**config.mk**
```make
export PLATFORM = sky130hd
export DESIGN_NAME = eth_loopback_top
export DESIGN_NICKNAME = d
export VERILOG_FILES = /design/src/design/axis_pkg.sv /design/src/design/pcs_pkg.sv /design/src/design/axis_if.sv /design/src/design/packet_gen.sv /design/src/design/pcs_tx_encoder.sv /design/src/design/pcs_rx_decoder.sv /design/src/design/packet_checker.sv /design/src/design/eth_loopback_top.sv
export SDC_FILE = /design/constraint.sdc
export NUM_CORES = 1
export LEC_CHECK = 0
export ABC_AREA = 1
export BUFFER_PORTS_ARGS = -buffer_cell sky130_fd_sc_hd__clkbuf_2
export CAP_MARGIN = 30
export CORE_ASPECT_RATIO = 1.4
export CORE_MARGIN = 4
export CORE_UTILIZATION = 53
export CTS_CLUSTER_SIZE = 10
export DETAILED_ROUTE_END_ITERATION = 8
export PLACE_DENSITY = 0.76
export SKIP_CTS_REPAIR_TIMING = 1
export SLEW_MARGIN = 20
export SYNTH_ARGS = -nofsm -noshare
export SYNTH_HDL_FRONTEND = slang
export SYNTH_SLANG_ARGS = --single-unit
```
**constraint.sdc**
```tcl
create_clock -name init_clk -period 4.5 [get_ports init_clk]
set_clock_uncertainty 0.2 [all_clocks]
set_input_delay 0.9 -clock init_clk [delete_from_list [all_inputs] [get_ports init_clk]]
set_output_delay 0.9 -clock init_clk [all_outputs]
set_load 0.02 [all_outputs]
```
**src/design/axis_pkg.sv**
```systemverilog
package axis_pkg;

    // stream side widths
    typedef logic [63:0] data_t;
    typedef logic [7:0]  keep_t;
    typedef logic [15:0] pkt_len_t;    // frame length and beat index
    typedef logic [31:0] frame_cnt_t;

    // no partial beats on this link
    localparam keep_t KEEP_ALL = 8'hFF;

endpackage

```
**src/design/pcs_pkg.sv**
```systemverilog
package pcs_pkg;

    // line block is {sync header, 64-bit payload}
    typedef logic [65:0] block_t;
    typedef logic [1:0]  sync_hdr_t;
    typedef logic [7:0]  block_type_t;
    typedef logic [57:0] scr_state_t;  // x^58 + x^39 + 1 history

    localparam sync_hdr_t SYNC_DATA = 2'b01;
    localparam sync_hdr_t SYNC_CTRL = 2'b10;

    // carried in the low byte of a control payload
    localparam block_type_t BT_IDLE  = 8'h1E;
    localparam block_type_t BT_START = 8'h78;
    localparam block_type_t BT_TERM  = 8'h87;

    typedef enum logic [1:0] {
        tx_idle,
        tx_start,
        tx_data,
        tx_term
    } tx_state_t;

    typedef enum logic {
        rx_idle,
        rx_frame
    } rx_state_t;

endpackage

```
**src/design/axis_if.sv**
```systemverilog
`timescale 1ns/1ps

interface axis_if;

    axis_pkg::data_t tdata;
    axis_pkg::keep_t tkeep;
    logic            tvalid;
    logic            tready;
    logic            tlast;
    logic            tuser;     // damaged frame, on the last beat only

    modport source (
        output tdata, tkeep, tvalid, tlast, tuser,
        input  tready
    );

    modport sink (
        input  tdata, tkeep, tvalid, tlast, tuser,
        output tready
    );

    // observe only
    modport monitor (
        input tdata, tkeep, tvalid, tready, tlast, tuser
    );

endinterface

```
**src/design/packet_gen.sv**
```systemverilog
`timescale 1ns/1ps

module packet_gen (
    input  logic               init_clk,
    input  logic               packet_gen_reset,
    input  logic               ctrl_reset,
    input  axis_pkg::pkt_len_t packet_length,
    input  axis_pkg::data_t    packet_data,
    output logic               core_reset,
    axis_if.source             tx
);

    logic [1:0]         reset_sync;
    axis_pkg::pkt_len_t beat_idx;
    logic               beat;

    // two flop synchronizer for the console reset
    always_ff @(posedge init_clk) begin
        if (packet_gen_reset) begin
            reset_sync <= 2'b11;    // core held until ctrl_reset seen low
        end else begin
            reset_sync <= {reset_sync[0], ctrl_reset};
        end
    end

    assign core_reset = reset_sync[1];

    assign beat = tx.tvalid && tx.tready;

    always_ff @(posedge init_clk) begin
        if (packet_gen_reset || core_reset) begin
            beat_idx <= '0;
        end else if (beat) begin
            // wrap after the last beat of the frame
            beat_idx <= (beat_idx == packet_length) ? '0 : beat_idx + 16'd1;
        end
    end

    // index in the low 16 bits, pattern above it
    assign tx.tdata  = {packet_data[63:16], beat_idx};
    assign tx.tkeep  = axis_pkg::KEEP_ALL;
    assign tx.tlast  = (beat_idx == packet_length);
    assign tx.tuser  = 1'b0;
    assign tx.tvalid = !core_reset;

    // stalled beat must not change under the encoder
    a_stall_stable: assert property (
        @(posedge init_clk) disable iff (packet_gen_reset || core_reset)
        (tx.tvalid && !tx.tready) |=>
            (tx.tvalid && $stable(tx.tdata) && $stable(tx.tlast))
    );

endmodule

```
**src/design/pcs_tx_encoder.sv**
```systemverilog
`timescale 1ns/1ps

module pcs_tx_encoder #(
    parameter int SCRAMBLER_BYPASS = 0
) (
    input  logic            init_clk,
    input  logic            packet_gen_reset,
    input  logic            core_reset,
    axis_if.sink            tx,
    output pcs_pkg::block_t line_block,
    output logic            line_valid
);

    pcs_pkg::tx_state_t  state;
    pcs_pkg::tx_state_t  state_next;
    pcs_pkg::sync_hdr_t  hdr;
    axis_pkg::data_t     payload;
    axis_pkg::data_t     scr_out;
    pcs_pkg::scr_state_t scr_state;
    pcs_pkg::scr_state_t scr_next;
    logic                beat;

    // control payload is just the block type in the low byte
    function automatic axis_pkg::data_t ctrl_word(input pcs_pkg::block_type_t bt);
        return {56'd0, bt};
    endfunction

    assign tx.tready = (state == pcs_pkg::tx_data);
    assign beat      = tx.tvalid && tx.tready;

    always_comb begin
        state_next = state;
        hdr        = pcs_pkg::SYNC_CTRL;
        payload    = ctrl_word(pcs_pkg::BT_IDLE);     // idle fill by default
        case (state)
            pcs_pkg::tx_idle: begin
                if (tx.tvalid) begin
                    state_next = pcs_pkg::tx_start;
                end
            end
            pcs_pkg::tx_start: begin
                payload    = ctrl_word(pcs_pkg::BT_START);
                state_next = pcs_pkg::tx_data;
            end
            pcs_pkg::tx_data: begin
                if (beat) begin
                    hdr     = pcs_pkg::SYNC_DATA;
                    payload = tx.tdata;
                    if (tx.tlast) begin
                        state_next = pcs_pkg::tx_term;
                    end
                end
            end
            pcs_pkg::tx_term: begin
                payload    = ctrl_word(pcs_pkg::BT_TERM);
                state_next = pcs_pkg::tx_idle;
            end
            default: state_next = pcs_pkg::tx_idle;
        endcase
    end

    // self-synchronizing scrambler, bit 0 goes first
    always_comb begin
        scr_next = scr_state;
        for (int i = 0; i < 64; i++) begin
            scr_out[i] = payload[i] ^ scr_next[38] ^ scr_next[57];
            scr_next   = {scr_next[56:0], scr_out[i]};
        end
    end

    always_ff @(posedge init_clk) begin
        if (packet_gen_reset || core_reset) begin
            state      <= pcs_pkg::tx_idle;
            scr_state  <= '1;
            line_valid <= 1'b0;
        end else begin
            state      <= state_next;
            scr_state  <= scr_next;
            line_valid <= 1'b1;
        end
    end

    // block register, header never scrambled
    always_ff @(posedge init_clk) begin
        line_block <= {hdr, (SCRAMBLER_BYPASS != 0) ? payload : scr_out};
    end

    // no stream beat taken while the start or terminate block goes out
    a_no_ready_ctrl: assert property (
        @(posedge init_clk) disable iff (packet_gen_reset || core_reset)
        ((state == pcs_pkg::tx_idle && tx.tvalid) || (beat && tx.tlast)) |=> !tx.tready
    );

endmodule

```
**src/design/pcs_rx_decoder.sv**
```systemverilog
`timescale 1ns/1ps

module pcs_rx_decoder #(
    parameter int SCRAMBLER_BYPASS = 0
) (
    input  logic            init_clk,
    input  logic            packet_gen_reset,
    input  logic            core_reset,
    input  logic            line_valid,
    input  pcs_pkg::block_t line_block,
    axis_if.source          rx
);

    pcs_pkg::scr_state_t  desc_state;
    pcs_pkg::scr_state_t  desc_next;
    axis_pkg::data_t      desc_out;
    logic                 blk_valid;
    pcs_pkg::sync_hdr_t   blk_hdr;
    axis_pkg::data_t      blk_payload;
    pcs_pkg::block_type_t blk_type;
    pcs_pkg::rx_state_t   state;
    axis_pkg::data_t      hold_data;
    logic                 hold_valid;
    logic                 frame_err;
    logic                 is_data;
    logic                 is_ctrl;
    logic                 bad_hdr;
    logic                 is_start;
    logic                 is_term;
    logic                 in_frame;
    logic                 release_beat;

    // descrambler feeds back the received bits, not its output
    always_comb begin
        desc_next = desc_state;
        for (int i = 0; i < 64; i++) begin
            desc_out[i] = line_block[i] ^ desc_next[38] ^ desc_next[57];
            desc_next   = {desc_next[56:0], line_block[i]};
        end
    end

    always_ff @(posedge init_clk) begin
        if (packet_gen_reset || core_reset) begin
            desc_state <= '1;
            blk_valid  <= 1'b0;
        end else begin
            blk_valid <= line_valid;
            if (line_valid) begin
                desc_state <= desc_next;
            end
        end
    end

    // descrambled block stage
    always_ff @(posedge init_clk) begin
        if (line_valid) begin
            blk_hdr     <= line_block[65:64];
            blk_payload <= (SCRAMBLER_BYPASS != 0) ? line_block[63:0] : desc_out;
        end
    end

    assign blk_type = blk_payload[7:0];
    assign is_data  = blk_valid && (blk_hdr == pcs_pkg::SYNC_DATA);
    assign is_ctrl  = blk_valid && (blk_hdr == pcs_pkg::SYNC_CTRL);
    assign bad_hdr  = blk_valid && !is_data && !is_ctrl;    // 00 or 11
    assign is_start = is_ctrl && (blk_type == pcs_pkg::BT_START);
    assign is_term  = is_ctrl && (blk_type == pcs_pkg::BT_TERM);
    assign in_frame = (state == pcs_pkg::rx_frame);

    // held beat goes out once the next block shows whether it was the last
    assign release_beat = in_frame && hold_valid && (is_data || bad_hdr || is_term);

    assign rx.tvalid = release_beat;
    assign rx.tdata  = hold_data;
    assign rx.tkeep  = axis_pkg::KEEP_ALL;
    assign rx.tlast  = release_beat && is_term;
    assign rx.tuser  = release_beat && is_term && frame_err;

    always_ff @(posedge init_clk) begin
        if (packet_gen_reset || core_reset) begin
            state      <= pcs_pkg::rx_idle;
            hold_valid <= 1'b0;
            frame_err  <= 1'b0;
        end else if (!in_frame) begin
            if (is_start) begin     // anything else outside a frame is dropped
                state      <= pcs_pkg::rx_frame;
                hold_valid <= 1'b0;
                frame_err  <= 1'b0;
            end
        end else if (is_term) begin
            state      <= pcs_pkg::rx_idle;
            hold_valid <= 1'b0;
            frame_err  <= 1'b0;
        end else if (is_data || bad_hdr) begin
            // damaged header still takes a beat slot so the length holds
            hold_valid <= 1'b1;
            if (bad_hdr) begin
                frame_err <= 1'b1;
            end
        end else if (is_ctrl) begin
            frame_err <= 1'b1;      // idle or start inside a frame
        end
    end

    always_ff @(posedge init_clk) begin
        if (in_frame && (is_data || bad_hdr)) begin
            hold_data <= blk_payload;
        end
    end

    // decoder idle again after the last beat
    a_idle_quiet: assert property (
        @(posedge init_clk) disable iff (packet_gen_reset || core_reset)
        (rx.tvalid && rx.tlast) |=> !rx.tvalid
    );

endmodule

```
**src/design/packet_checker.sv**
```systemverilog
`timescale 1ns/1ps

module packet_checker (
    input  logic                 init_clk,
    input  logic                 packet_gen_reset,
    input  axis_pkg::pkt_len_t   packet_length,
    input  axis_pkg::data_t      packet_data,
    axis_if.monitor              rx,
    output axis_pkg::frame_cnt_t good_frames,
    output axis_pkg::frame_cnt_t bad_frames
);

    axis_pkg::pkt_len_t exp_idx;
    axis_pkg::pkt_len_t cur_idx;
    logic               frame_err;
    logic               cur_err;
    logic               beat;
    logic               restart;
    logic               mismatch;

    assign beat = rx.tvalid && rx.tready;

    // a core reset can cut a frame short
    // a fresh index 0 mid-frame drops the partial frame uncounted
    assign restart = beat && (rx.tdata[15:0] == '0) && (exp_idx != '0);
    assign cur_idx = restart ? '0 : exp_idx;
    assign cur_err = frame_err && !restart;

    assign mismatch = (rx.tdata[15:0] != cur_idx)
                   || (rx.tdata[63:16] != packet_data[63:16])
                   || (rx.tkeep != axis_pkg::KEEP_ALL)
                   || (rx.tlast != (cur_idx == packet_length))
                   || rx.tuser;

    always_ff @(posedge init_clk) begin
        if (packet_gen_reset) begin
            exp_idx     <= '0;
            frame_err   <= 1'b0;
            good_frames <= '0;
            bad_frames  <= '0;
        end else if (beat) begin
            if (rx.tlast) begin
                exp_idx   <= '0;    // next frame starts over
                frame_err <= 1'b0;
                if (cur_err || mismatch) begin
                    bad_frames <= bad_frames + 32'd1;
                end else begin
                    good_frames <= good_frames + 32'd1;
                end
            end else begin
                exp_idx   <= cur_idx + 16'd1;
                frame_err <= cur_err || mismatch;   // sticky until tlast
            end
        end
    end

endmodule

```
**src/design/eth_loopback_top.sv**
```systemverilog
`timescale 1ns/1ps

module eth_loopback_top #(
    parameter int SCRAMBLER_BYPASS = 0
) (
    input  logic                 init_clk,
    input  logic                 packet_gen_reset,
    input  logic                 ctrl_reset,
    input  logic                 error_inject,
    input  axis_pkg::pkt_len_t   packet_length,
    input  axis_pkg::data_t      packet_data,
    output axis_pkg::data_t      rx_tdata,
    output axis_pkg::keep_t      rx_tkeep,
    output logic                 rx_tvalid,
    output logic                 rx_tlast,
    output logic                 rx_tuser,
    output axis_pkg::frame_cnt_t good_frames,
    output axis_pkg::frame_cnt_t bad_frames
);

    logic            core_reset;
    pcs_pkg::block_t tx_block;
    pcs_pkg::block_t rx_block;
    logic            tx_block_valid;

    axis_if tx_stream ();
    axis_if rx_stream ();

    assign rx_stream.tready = 1'b1;     // decoder has no back-pressure

    packet_gen u_packet_gen (
        .init_clk         (init_clk),
        .packet_gen_reset (packet_gen_reset),
        .ctrl_reset       (ctrl_reset),
        .packet_length    (packet_length),
        .packet_data      (packet_data),
        .core_reset       (core_reset),
        .tx               (tx_stream)
    );

    pcs_tx_encoder #(
        .SCRAMBLER_BYPASS (SCRAMBLER_BYPASS)
    ) u_pcs_tx_encoder (
        .init_clk         (init_clk),
        .packet_gen_reset (packet_gen_reset),
        .core_reset       (core_reset),
        .tx               (tx_stream),
        .line_block       (tx_block),
        .line_valid       (tx_block_valid)
    );

    // flipping header bit 64 gives 00 or 11, both invalid
    assign rx_block = {tx_block[65], tx_block[64] ^ error_inject, tx_block[63:0]};

    pcs_rx_decoder #(
        .SCRAMBLER_BYPASS (SCRAMBLER_BYPASS)
    ) u_pcs_rx_decoder (
        .init_clk         (init_clk),
        .packet_gen_reset (packet_gen_reset),
        .core_reset       (core_reset),
        .line_valid       (tx_block_valid),
        .line_block       (rx_block),
        .rx               (rx_stream)
    );

    packet_checker u_packet_checker (
        .init_clk         (init_clk),
        .packet_gen_reset (packet_gen_reset),
        .packet_length    (packet_length),
        .packet_data      (packet_data),
        .rx               (rx_stream),
        .good_frames      (good_frames),
        .bad_frames       (bad_frames)
    );

    assign rx_tdata  = rx_stream.tdata;
    assign rx_tkeep  = rx_stream.tkeep;
    assign rx_tvalid = rx_stream.tvalid;
    assign rx_tlast  = rx_stream.tlast;
    assign rx_tuser  = rx_stream.tuser;

endmodule

```
==> impl_metrics.json, run 1 <==
{
  "run_status": "finished clean",
  "yosysTopAreaCell": "dfxtp_1",
  "max-vdd-ir-drop_mv": 0.4078,
  "rr_worst_depth": 18,
  "ys_warn_count": 0,
  "ios": 223,
  "ff2ff_setup_slack_ns": 0.64,
  "setup_tns_ns": 0,
  "grt_max_degree": 74,
  "num-nets-final": 2623,
  "gp_congestion": 0.9526,
  "die_w_um": 170.4,
  "hp-class": "flip-flop to flip-flop",
  "wl_per_cell_um": 17.86,
  "min_from": "u_pcs_rx_decoder.blk_payload[24]$_DFFE_PP_",
  "rsz0062_at_grt": "false",
  "start_kind": "flip-flop",
  "syn_area_sq_mm": 0.01958,
  "syn_area_per_cell_sq_um": 8.424,
  "syn_to_final_growth_pct": 14.54,
  "dpl.cell_count": 2947,
  "core_area_sq_mm": 0.03656,
  "clk_pin_slew_ns": 0.06,
  "viasPerCell": 5.166,
  "synth_edf_count": 130,
  "slew_headroom_pct": 32.62,
  "arrival_ns": 4.11,
  "route.vias.total": 15657,
  "crit_type": "flip-flop to flip-flop",
  "cap_viol_max_count": 0,
  "crit_buf_inv": 2,
  "slowest_delay_ns": 0.45,
  "holdWs_ns": 0.2102,
  "io_buffers": 198,
  "required_ns": 4.75,
  "fmax_mhz": 259.4,
  "cts_buffers": 48,
  "cp_slowest_cell": "edfxtp_1",
  "finalCritPeriodShare_pct": 85.68,
  "end_kind": "flip-flop",
  "synth.ff_latch_count": 418,
  "antenna_left": 0,
  "worstReg2RegEnd": "u_packet_checker.good_frames[5]$_SDFFE_PP0P_",
  "cts-root-buf": "clkbuf_16",
  "yosysSeqAreaShare_pct": 49.39,
  "hold_violations": 0,
  "drtIter0Drc": 1001,
  "crit_top_cell": "nand2_1",
  "ys_types": 49,
  "ctsHtreeMaxLevel": 2,
  "cts_tree": "built",
  "diodes": 0,
  "grt_pass1_wl_um": 83760,
  "clock_path_buffers": 3,
  "grt_use_total_pct": 26.46,
  "synthFlopType": "dfxtp_1",
  "maxSlewViolCount": 0,
  "r2r-start": "u_pcs_rx_decoder.blk_hdr[0]$_DFFE_PP_",
  "antenna_found_initial": 1,
  "drc": 0,
  "fin_cells": 3031,
  "crit_family": "simple AND/OR/NAND/NOR gates",
  "synthTopCellsByArea": "dfxtp_1, edfxtp_1, nand2_1",
  "tightestPinTransition_ns": 0.9852,
  "critPathMaxFanout": 32,
  "cts.sinks": 418,
  "clkLatencyLatePin_ns": 0.57,
  "finish.utilization_pct": 61.34,
  "die_area_sq_mm": 0.04012,
  "synth_cells": 2324,
  "fillers": 3148,
  "wirelength_um": 54140,
  "cp-endpoint": "u_packet_checker.good_frames[5]$_SDFFE_PP0P_",
  "dr.pass1.iters": 5,
  "startpoint": "u_pcs_rx_decoder.blk_hdr[0]$_DFFE_PP_",
  "worstPathCellList": "inv_1, nand3_1, nor2_1, nand3_1, nand2_2, nand2_2, nand2_1, nand2_1, nand2_1, nand2_1, nor2_1, nand2_1, nor2_4, nand3_1, inv_1, nand2_1, nor2_1, nor2_1",
  "synth_top_area_share_pct": 29.45,
  "multi_input_area_sq_mm": 0.008587,
  "finalCriticalPeriod_ns": 3.856,
  "area.sequential_sq_mm": 0.009673,
  "layout-drive-gt1-share_pct": 14.78,
  "synthArstFlopShare_pct": 0,
  "grt_overflow_total": 0,
  "die_y_um": 235.4,
  "cp.depth": 18,
  "leakage_nw": 9.464,
  "finalSetupViolCount": 0,
  "row_count": 83,
  "grt_pass1_vias": 15424,
  "start_util_pct": 53.55,
  "powerDensity_mw_per_mm2": 351.9,
  "dp_hpwl_um": 40060
}
-- logic make-up (layout without fill, tap and decap cells) --
| kind of cell | Yosys count | after routing | share of synthesized area, % |
|---|---|---|---|
| flip-flops | 418 | 418 | 49.39 |
| adder cells (fa/ha/maj) | 8 | 8 | 0.5113 |
| buffers and inverters | 325 | 558 | 6.992 |
| AND/OR/NAND/NOR | 1136 | 1136 | 25.39 |
| XOR/XNOR | 313 | 313 | 14.00 |
| other | 1 | 8 | 0.01916 |
| AO/OA/AOI/OAI | 123 | 123 | 3.688 |
-- synthesized netlist by cell type, types with 3 or more instances --
cell	n
nand2_2	8
nand3b_1	6
nor2_1	219
nor3b_1	4
o21ai_0	23
xor2_1	111
buf_2	7
edfxtp_1	130
nor3_1	38
inv_2	8
dfxtp_1	288
nand3b_2	3
ha_1	8
nand3_1	118
a21oi_1	60
nor4_1	12
clkinv_1	3
buf_1	4
nand4_1	23
o21bai_1	26
buf_4	12
clkbuf_1	38
inv_1	242
nand2_1	622
or2_2	55
nand4_2	19
buf_6	7
xnor2_1	202
-- placed cells by master (no fill, tap or decap), types with 12 or more instances in the layout --
| cell type | count |
|---|---|
| nand2_1 | 622 |
| dfxtp_1 | 287 |
| inv_1 | 242 |
| nor2_1 | 217 |
| xnor2_1 | 202 |
| clkbuf_2 | 198 |
| edfxtp_1 | 130 |
| nand3_1 | 118 |
| xor2_1 | 111 |
| a21oi_1 | 60 |
| or2_2 | 55 |
| clkbuf_16 | 48 |
| nor3_1 | 38 |
| clkbuf_1 | 30 |
| o21bai_1 | 26 |
| nand4_1 | 23 |
| o21ai_0 | 23 |
| buf_4 | 20 |
| nand4_2 | 19 |
| nor4_1 | 12 |
-- metrics by stage --
step           instance area, sq um  total power [mW]  setup slack, ns
2_1_floorplan                 19610             4.293           0.7078
3_3_place_gp                  20980             4.411           0.7161
3_5_place_dp                  21000             4.419           0.6766
4_1_cts                       22400             7.941           0.6617
5_1_grt                       22420             8.145           0.2873
6_report                      22420             7.892           0.6443
-- power breakdown --
group	internal, mW	switching, mW
Sequential	3.94	0.0559
Combinational	0.145	0.202
Clock	2.03	1.52
Total	6.12	1.77
-- state kept, by name, summed over array words and instances (netlist names), 2 cells and up --
| register | cells |
|---|---|
| u_pcs_tx_encoder.line_block | 66 |
| u_pcs_rx_decoder.blk_payload | 64 |
| u_pcs_rx_decoder.rx.tdata | 64 |
| u_pcs_rx_decoder.desc_state | 58 |
| u_pcs_tx_encoder.scr_state | 58 |
| u_packet_checker.bad_frames | 32 |
| u_packet_checker.good_frames | 32 |
| u_packet_checker.exp_idx | 16 |
| u_packet_gen.beat_idx | 16 |
| u_packet_gen.reset_sync | 2 |
| u_pcs_rx_decoder.blk_hdr | 2 |
| u_pcs_tx_encoder.state | 2 |
-- cell type report --
cell class	instances	share of cell area, %
clock buffers	80	5.982
clock inverters	3	0.2623
inverters	253	4.235
multi-input cells	1588	38.30
flip-flops and latches	418	43.14
well taps	467	2.606
repair buffers	222	5.480
-- routing by layer --
metal / vias up / global-route usage, % / share of wire, %
li1: 7713 / - / -
met1: 7340 / 29.45 / 37
met2: 481 / 49.21 / 53
met3: 121 / 3.696 / 4.9
met4: 2 / 11.84 / 5.0
met5: - / 0 / 0.022
-- worst min path at each step --
stage	end	slack, ns	cells after the start
2_1_floorplan	u_pcs_rx_decoder.blk_hdr[1]$_DFFE_PP_	0.19	0
3_3_place_gp	u_pcs_rx_decoder.rx.tdata[8]$_DFFE_PP_	0.20	0
3_5_place_dp	u_pcs_rx_decoder.rx.tdata[24]$_DFFE_PP_	0.21	0
4_1_cts	u_pcs_rx_decoder.rx.tdata[24]$_DFFE_PP_	0.21	0
5_1_grt	u_pcs_rx_decoder.rx.tdata[24]$_DFFE_PP_	0.22	0
6_report	u_pcs_rx_decoder.rx.tdata[24]$_DFFE_PP_	0.21	0
Note: power is estimated with default switching activity, not from simulation.
==> run 2, diff against run 1 <==
Settings changed: BUFFER_PORTS_ARGS -buffer_cell sky130_fd_sc_hd__clkbuf_2 to -buffer_cell sky130_fd_sc_hd__buf_2, CORE_UTILIZATION 53 to 55, CTS_BUF_LIST from default to sky130_fd_sc_hd__clkbuf_8, PLACE_DENSITY 0.76 to 0.79, SETUP_SLACK_MARGIN from default to 0.05.
==> run 2 against run 1 <==
Against the previous run:
- register-to-register slack better by 0.06 ns
- highest routed layer is now met4
- non-clock buffer count shrank 3
- largest power group unchanged
- largest cell class unchanged
- clock power fell by 7.3%
- total power fell by 3.4%
==> impl_metrics.json, run 2 (synthesis results as in run 1) <==
{
  "finalCriticalPeriod_ns": 3.794,
  "drc": 0,
  "antenna_left": 0,
  "ctsHtreeMaxLevel": 3,
  "syn_to_final_growth_pct": 13.91,
  "io_buffers": 198,
  "grt_pass1_vias": 15474,
  "tightestPinTransition_ns": 0.9245,
  "end_kind": "flip-flop",
  "cts.sinks": 418,
  "stdcell_area_sq_mm": 0.02230,
  "core_area_sq_mm": 0.03507,
  "die_w_um": 167.5,
  "fillers": 2924,
  "cts-root-buf": "clkbuf_8",
  "placed_area_sq_mm": 0.02095,
  "grt_pass1_wl_um": 83130,
  "layout_commonest_cell": "nand2_1",
  "finalSetupViolCount": 0,
  "leakage_nw": 9.576,
  "hp-class": "flip-flop to flip-flop",
  "hold_depth": 0,
  "ff2ff_setup_slack_ns": 0.71,
  "arrival_ns": 4.10,
  "wl_per_cell_um": 17.75,
  "dr.pass1.iters": 5,
  "hold_violations": 0,
  "drtIter0Drc": 1166,
  "slew_headroom_pct": 36.77,
  "clkLatencyLatePin_ns": 0.65,
  "clk_pin_slew_ns": 0.07,
  "start_util_pct": 55.83,
  "route.vias.total": 15753,
  "clock_path_buffers": 3,
  "critPathMaxFanout": 35,
  "grt_max_degree": 74,
  "required_ns": 4.81,
  "cts_buffers": 66,
  "setup_tns_ns": 0,
  "wirelength_um": 54270,
  "grt_overflow_total": 0,
  "dp_hpwl_um": 40160,
  "regMostFlops": "u_pcs_tx_encoder.line_block",
  "mostFrequentLayoutCells": "nand2_1, dfxtp_1, inv_1, nor2_1, xnor2_1",
  "run_status": "finished clean",
  "fmax_mhz": 263.6,
  "max-vdd-ir-drop_mv": 0.3390,
  "maxSlewViolCount": 0,
  "die_y_um": 231.2,
  "cts_tree": "built",
  "crit_type": "flip-flop to flip-flop",
  "row_count": 81,
  "powerDensity_mw_per_mm2": 342.0,
  "layout-drive-gt1-share_pct": 16.15,
  "grt_use_total_pct": 27.39,
  "rr_worst_depth": 18,
  "largest_reg_flops": 66,
  "ios": 223,
  "antenna_found_initial": 1,
  "num-nets-final": 2638,
  "die_area_sq_mm": 0.03872,
  "rsz0062_at_grt": "false",
  "start_kind": "flip-flop",
  "viasPerCell": 5.153,
  "finalCritPeriodShare_pct": 84.30,
  "cap_viol_max_count": 0,
  "gp_congestion": 0.9609
}
[run 2: changes by cell type in the layout (fill, tap and decap cells not counted), sizes merged]
| cell | delta |
|---|---|
| clkbuf | -203 |
| buf | +195 |
| inv | +22 |
| clkinv | +19 |
| bufinv | +2 |
| clkinvlp | +1 |
| diode | +1 |
[run 2: routing by layer]
| layer | track usage (%) | share of wire (%) |
|---|---|---|
| met1 | 30.18 | 37 |
| met2 | 49.31 | 51 |
| met3 | 4.436 | 5.5 |
| met4 | 16.44 | 6.2 |
| met5 | 0 | 0 |
[run 2: metrics by stage]
step	setup WS (ns)	hold WS [ns]	util (%)	instances	total power, mW
5_1_grt	0.4750	0.2186	63.58	3056	7.901
2_1_floorplan	0.7078	0.1855	-	2331	4.293
3_3_place_gp	0.8281	0.2016	59.70	2933	4.414
3_5_place_dp	0.7546	0.1971	59.76	2934	4.421
6_report	0.7065	0.2031	63.59	3057	7.626
4_1_cts	0.7421	0.2001	63.58	3056	7.699
[run 2: where the power goes]
| group | total [mW] | internal, mW | switching, mW |
|---|---|---|---|
| registers | 4.00 | 3.94 | 0.0542 |
| clock network | 3.28 | 1.69 | 1.59 |
| logic | 0.349 | 0.146 | 0.204 |
[run 2: cell type report]
type | count | area (sq um) | share of cell area, %
flip-flops and latches | 418 | 9673 | 43.38
multi-input cells | 1588 | 8587 | 38.51
repair buffers | 219 | 1174 | 5.263
clock buffers | 75 | 1032 | 4.629
inverters | 253 | 949.7 | 4.259
well taps | 456 | 570.5 | 2.559
clock inverters | 47 | 310.3 | 1.392
diodes | 1 | 2.502 | 0.01122
[run 2: critical path: stages, from the launching register on]
cell	delay (ns)
edfxtp_1	0.46
inv_1	0.16
nand3_1	0.13
nor2_1	0.18
nand3_1	0.16
nand2_2	0.15
nand2_2	0.21
buf_12	0.24
nand2_1	0.18
nand2_1	0.07
nand2_1	0.06
nand2_1	0.12
nor2_1	0.15
nand3_1	0.16
nor2_4	0.14
buf_4	0.39
nand4_1	0.23
o21bai_1	0.19
nor2_1	0.06
[run 2: path summary, 6_finish.rpt]
path | from | to
worst min-delay path | u_pcs_rx_decoder.blk_payload[35]$_DFFE_PP_ | u_pcs_rx_decoder.rx.tdata[35]$_DFFE_PP_
worst max-delay path | u_pcs_rx_decoder.blk_hdr[0]$_DFFE_PP_ | u_packet_checker.good_frames[25]$_SDFFE_PP0P_
worst min register to register | u_pcs_rx_decoder.blk_payload[35]$_DFFE_PP_ | u_pcs_rx_decoder.rx.tdata[35]$_DFFE_PP_
worst max register to register | u_pcs_rx_decoder.blk_hdr[0]$_DFFE_PP_ | u_packet_checker.good_frames[25]$_SDFFE_PP0P_
==> run 3, diff against run 2 <==
Settings changed: ABC_AREA 1 to 0, CORE_UTILIZATION 55 to 60, PLACE_DENSITY 0.79 to 0.82.
Clock period 4.5 ns to 3.66 ns, I/O delays scaled along.
==> run 3 against run 2 <==
Against the previous run:
- clock power rose by 9.5%
- synthesized cell count fell by 23%
- non-clock buffer count rose by 55
- first-iteration DRC count fell by 12%
- final cell count fell by 19%
- critical path depth fell by 13
- final area fell by 2.2%
- flip-flop and latch count did not move
- count of clock-buffer cells in the layout fell by 1
- die area fell by 12%
- combinational power rose by 23%
- critical path type is now flip-flop to output port
- critical endpoint is now rx_tvalid
==> impl_metrics.json, run 3 <==
{
  "run_status": "finished clean",
  "p_comb_share_pct": 4.8,
  "cap_viol_max_count": 0,
  "io_buffers": 198,
  "synthTopCellsByArea": "dfxtp_1, edfxtp_1, xnor2_1",
  "synth_common_cells": "dfxtp_1, xnor2_1, nand2_1",
  "grt_max_degree": 81,
  "fin_total_pwr_mw": 8.925,
  "stdcell_area_sq_mm": 0.02180,
  "slew_headroom_pct": 45.29,
  "clk_pin_slew_ns": 0.06,
  "finalSetupViolCount": 0,
  "setup_tns_ns": 0,
  "slowest_delay_ns": 0.58,
  "yosys.area_share.xor_xnor_pct": 15.83,
  "grt_overflow_total": 0,
  "clock_path_buffers": 3,
  "yosys.area_share.simple_pct": 17.50,
  "synth-adder-area-share_pct": 0.5353,
  "end_kind": "output port",
  "finish.utilization_pct": 70.77,
  "syn_area_per_cell_sq_um": 10.48,
  "regMostFlops": "u_pcs_tx_encoder.line_block",
  "grt_pass1_wl_um": 77250,
  "area.sequential_sq_mm": 0.009673,
  "row_count": 76,
  "critPathMaxFanout": 10,
  "yosysSeqAreaShare_pct": 51.71,
  "max-vdd-ir-drop_mv": 0.3152,
  "switching_share_pct": 23.18,
  "dp_hpwl_um": 35710,
  "core_area_sq_mm": 0.03081,
  "rsz0062_at_grt": "true",
  "antenna_found_initial": 1,
  "crit_buf_inv": 2,
  "hold_violations": 0,
  "fillers": 2240,
  "synth_edf_count": 130,
  "syn_area_sq_mm": 0.01870,
  "switchingPower_mw": 2.069,
  "largest_reg_flops": 66,
  "cts_tree": "built",
  "leakage_nw": 8.158,
  "layout-drive-gt1-share_pct": 23.59,
  "fin_cells": 2478,
  "p_seq_share_pct": 55.0,
  "yosys.cell_count.top_type": "dfxtp_1",
  "ios": 223,
  "synth_top_area_share_pct": 30.84,
  "dpl.cell_count": 2363,
  "worstPathCellList": "or4b_4, o21a_2, or2_2, clkinv_1, buf_2",
  "die_y_um": 216.9,
  "hp-class": "input pin to flip-flop",
  "grt_pass1_vias": 14332,
  "placed_area_sq_mm": 0.02045,
  "maxSlewViolCount": 0,
  "start_kind": "flip-flop",
  "die_w_um": 157.2,
  "cts_buffers": 60,
  "ys_warn_count": 0,
  "fmax_mhz": 279.5,
  "gp_congestion": 0.9346,
  "synthArstFlopShare_pct": 0,
  "synthFlopType": "dfxtp_1",
  "die_area_sq_mm": 0.03409,
  "tightestPinTransition_ns": 0.8132,
  "crit_type": "flip-flop to output port",
  "layout_commonest_cell": "dfxtp_1",
  "dr.pass1.iters": 8,
  "num-nets-final": 2130,
  "drtIter0Drc": 1028,
  "cts-root-buf": "clkbuf_8",
  "antenna_left": 0,
  "intPower_mw": 6.856,
  "ys_types": 65,
  "ctsHtreeMaxLevel": 2,
  "syn_to_final_growth_pct": 16.62,
  "start_util_pct": 60.69,
  "synthMuxAreaShare_pct": 6.986,
  "grt_use_total_pct": 28.75,
  "required_ns": 2.73,
  "arrival_ns": 2.65,
  "finalCritPeriodShare_pct": 97.75,
  "powerDensity_mw_per_mm2": 409.3,
  "route.vias.total": 14034,
  "wirelength_um": 49570,
  "yosysTopAreaCell": "dfxtp_1",
  "drc": 0,
  "cp_slowest_cell": "or4b_4",
  "clkLatencyLatePin_ns": 0.63,
  "synth.ff_latch_count": 418,
  "viasPerCell": 5.663,
  "finalCriticalPeriod_ns": 3.578,
  "multi_input_area_sq_mm": 0.008685,
  "synth_top_family_by_area": "simple AND/OR/NAND/NOR gates",
  "mostFrequentLayoutCells": "dfxtp_1, xnor2_1, buf_2, nand2_1, edfxtp_1",
  "synth_compound_area_share_pct": 4.617,
  "cts.sinks": 418,
  "crit_family": "simple AND/OR/NAND/NOR gates",
  "synth_cells": 1785,
  "clkPwrFrac_pct": 40.2,
  "wl_per_cell_um": 20.00
}
==> run 3: cell types whose count changed after synthesis, moves of 31 or more <==
cell,change
inv_1,-208
mux2_2,+57
mux2i_1,+60
nand2_1,-454
nand2b_1,+34
nand3_1,-70
nor2_1,-99
nor2b_1,+64
nor4_1,+31
==> run 3: logic make-up (layout without fill, tap and decap cells) <==
family	after synthesis	in the layout
AND/OR/NAND/NOR	642	642
flip-flops	418	418
XOR/XNOR	338	338
AO/OA/AOI/OAI	131	131
buffers and inverters	125	419
multiplexers	122	122
adder cells (fa/ha/maj)	8	8
other	1	10
==> run 3: worst paths after layout <==
path	startpoint	end	slack (ns)	cells after the start
setup reg to reg	u_pcs_rx_decoder.blk_payload[4]$_DFFE_PP_	u_packet_checker.good_frames[19]$_SDFFE_PP0P_	0.10	9
setup / recovery	u_pcs_rx_decoder.blk_payload[4]$_DFFE_PP_	rx_tvalid	0.08	5
hold reg to reg	u_pcs_rx_decoder.blk_payload[40]$_DFFE_PP_	u_pcs_rx_decoder.rx.tdata[40]$_DFFE_PP_	0.21	0
hold / removal	ctrl_reset	u_packet_gen.reset_sync[0]$_SDFF_PP1_	0.14	2
==> run 3: stage by stage <==
stage                     worst slack (ns)  hold slack (ns)
after floorplan                    0.06505           0.1855
after global placement            -0.04346           0.1928
after detailed placement          -0.03929           0.1984
after CTS                          -0.1353          0.09244
after global routing               0.01047           0.1107
final                              0.08244           0.1368
==> run 3: layout make-up <==
class | instances | area share, %
diodes | 2 | 0.02295
clock buffers | 74 | 4.671
clock inverters | 36 | 0.7230
inverters | 35 | 0.6025
multi-input cells | 1249 | 39.83
flip-flops and latches | 418 | 44.36
well taps | 390 | 2.238
repair buffers | 274 | 7.551
==> run 3: layer usage <==
metal  GRT usage (%)  vias up  wire length (um)
met5               0        -                 0
met4           12.22        0              2353
met3           4.038      146              2825
met2           52.24      520             25880
met1           33.50     6753             18510
li1                -     6615                 -
==> run 3: power groups by stage <==
| stage | Clock (mW) | Combinational (mW) | Sequential, mW |
|---|---|---|---|
| floorplan | 0 | 0.273 | 4.99 |
| global placement | 0 | 0.409 | 5.01 |
| detailed placement | 0 | 0.417 | 5.01 |
| CTS | 3.65 | 0.425 | 4.91 |
| global route | 3.86 | 0.459 | 4.91 |
| finish | 3.59 | 0.428 | 4.91 |
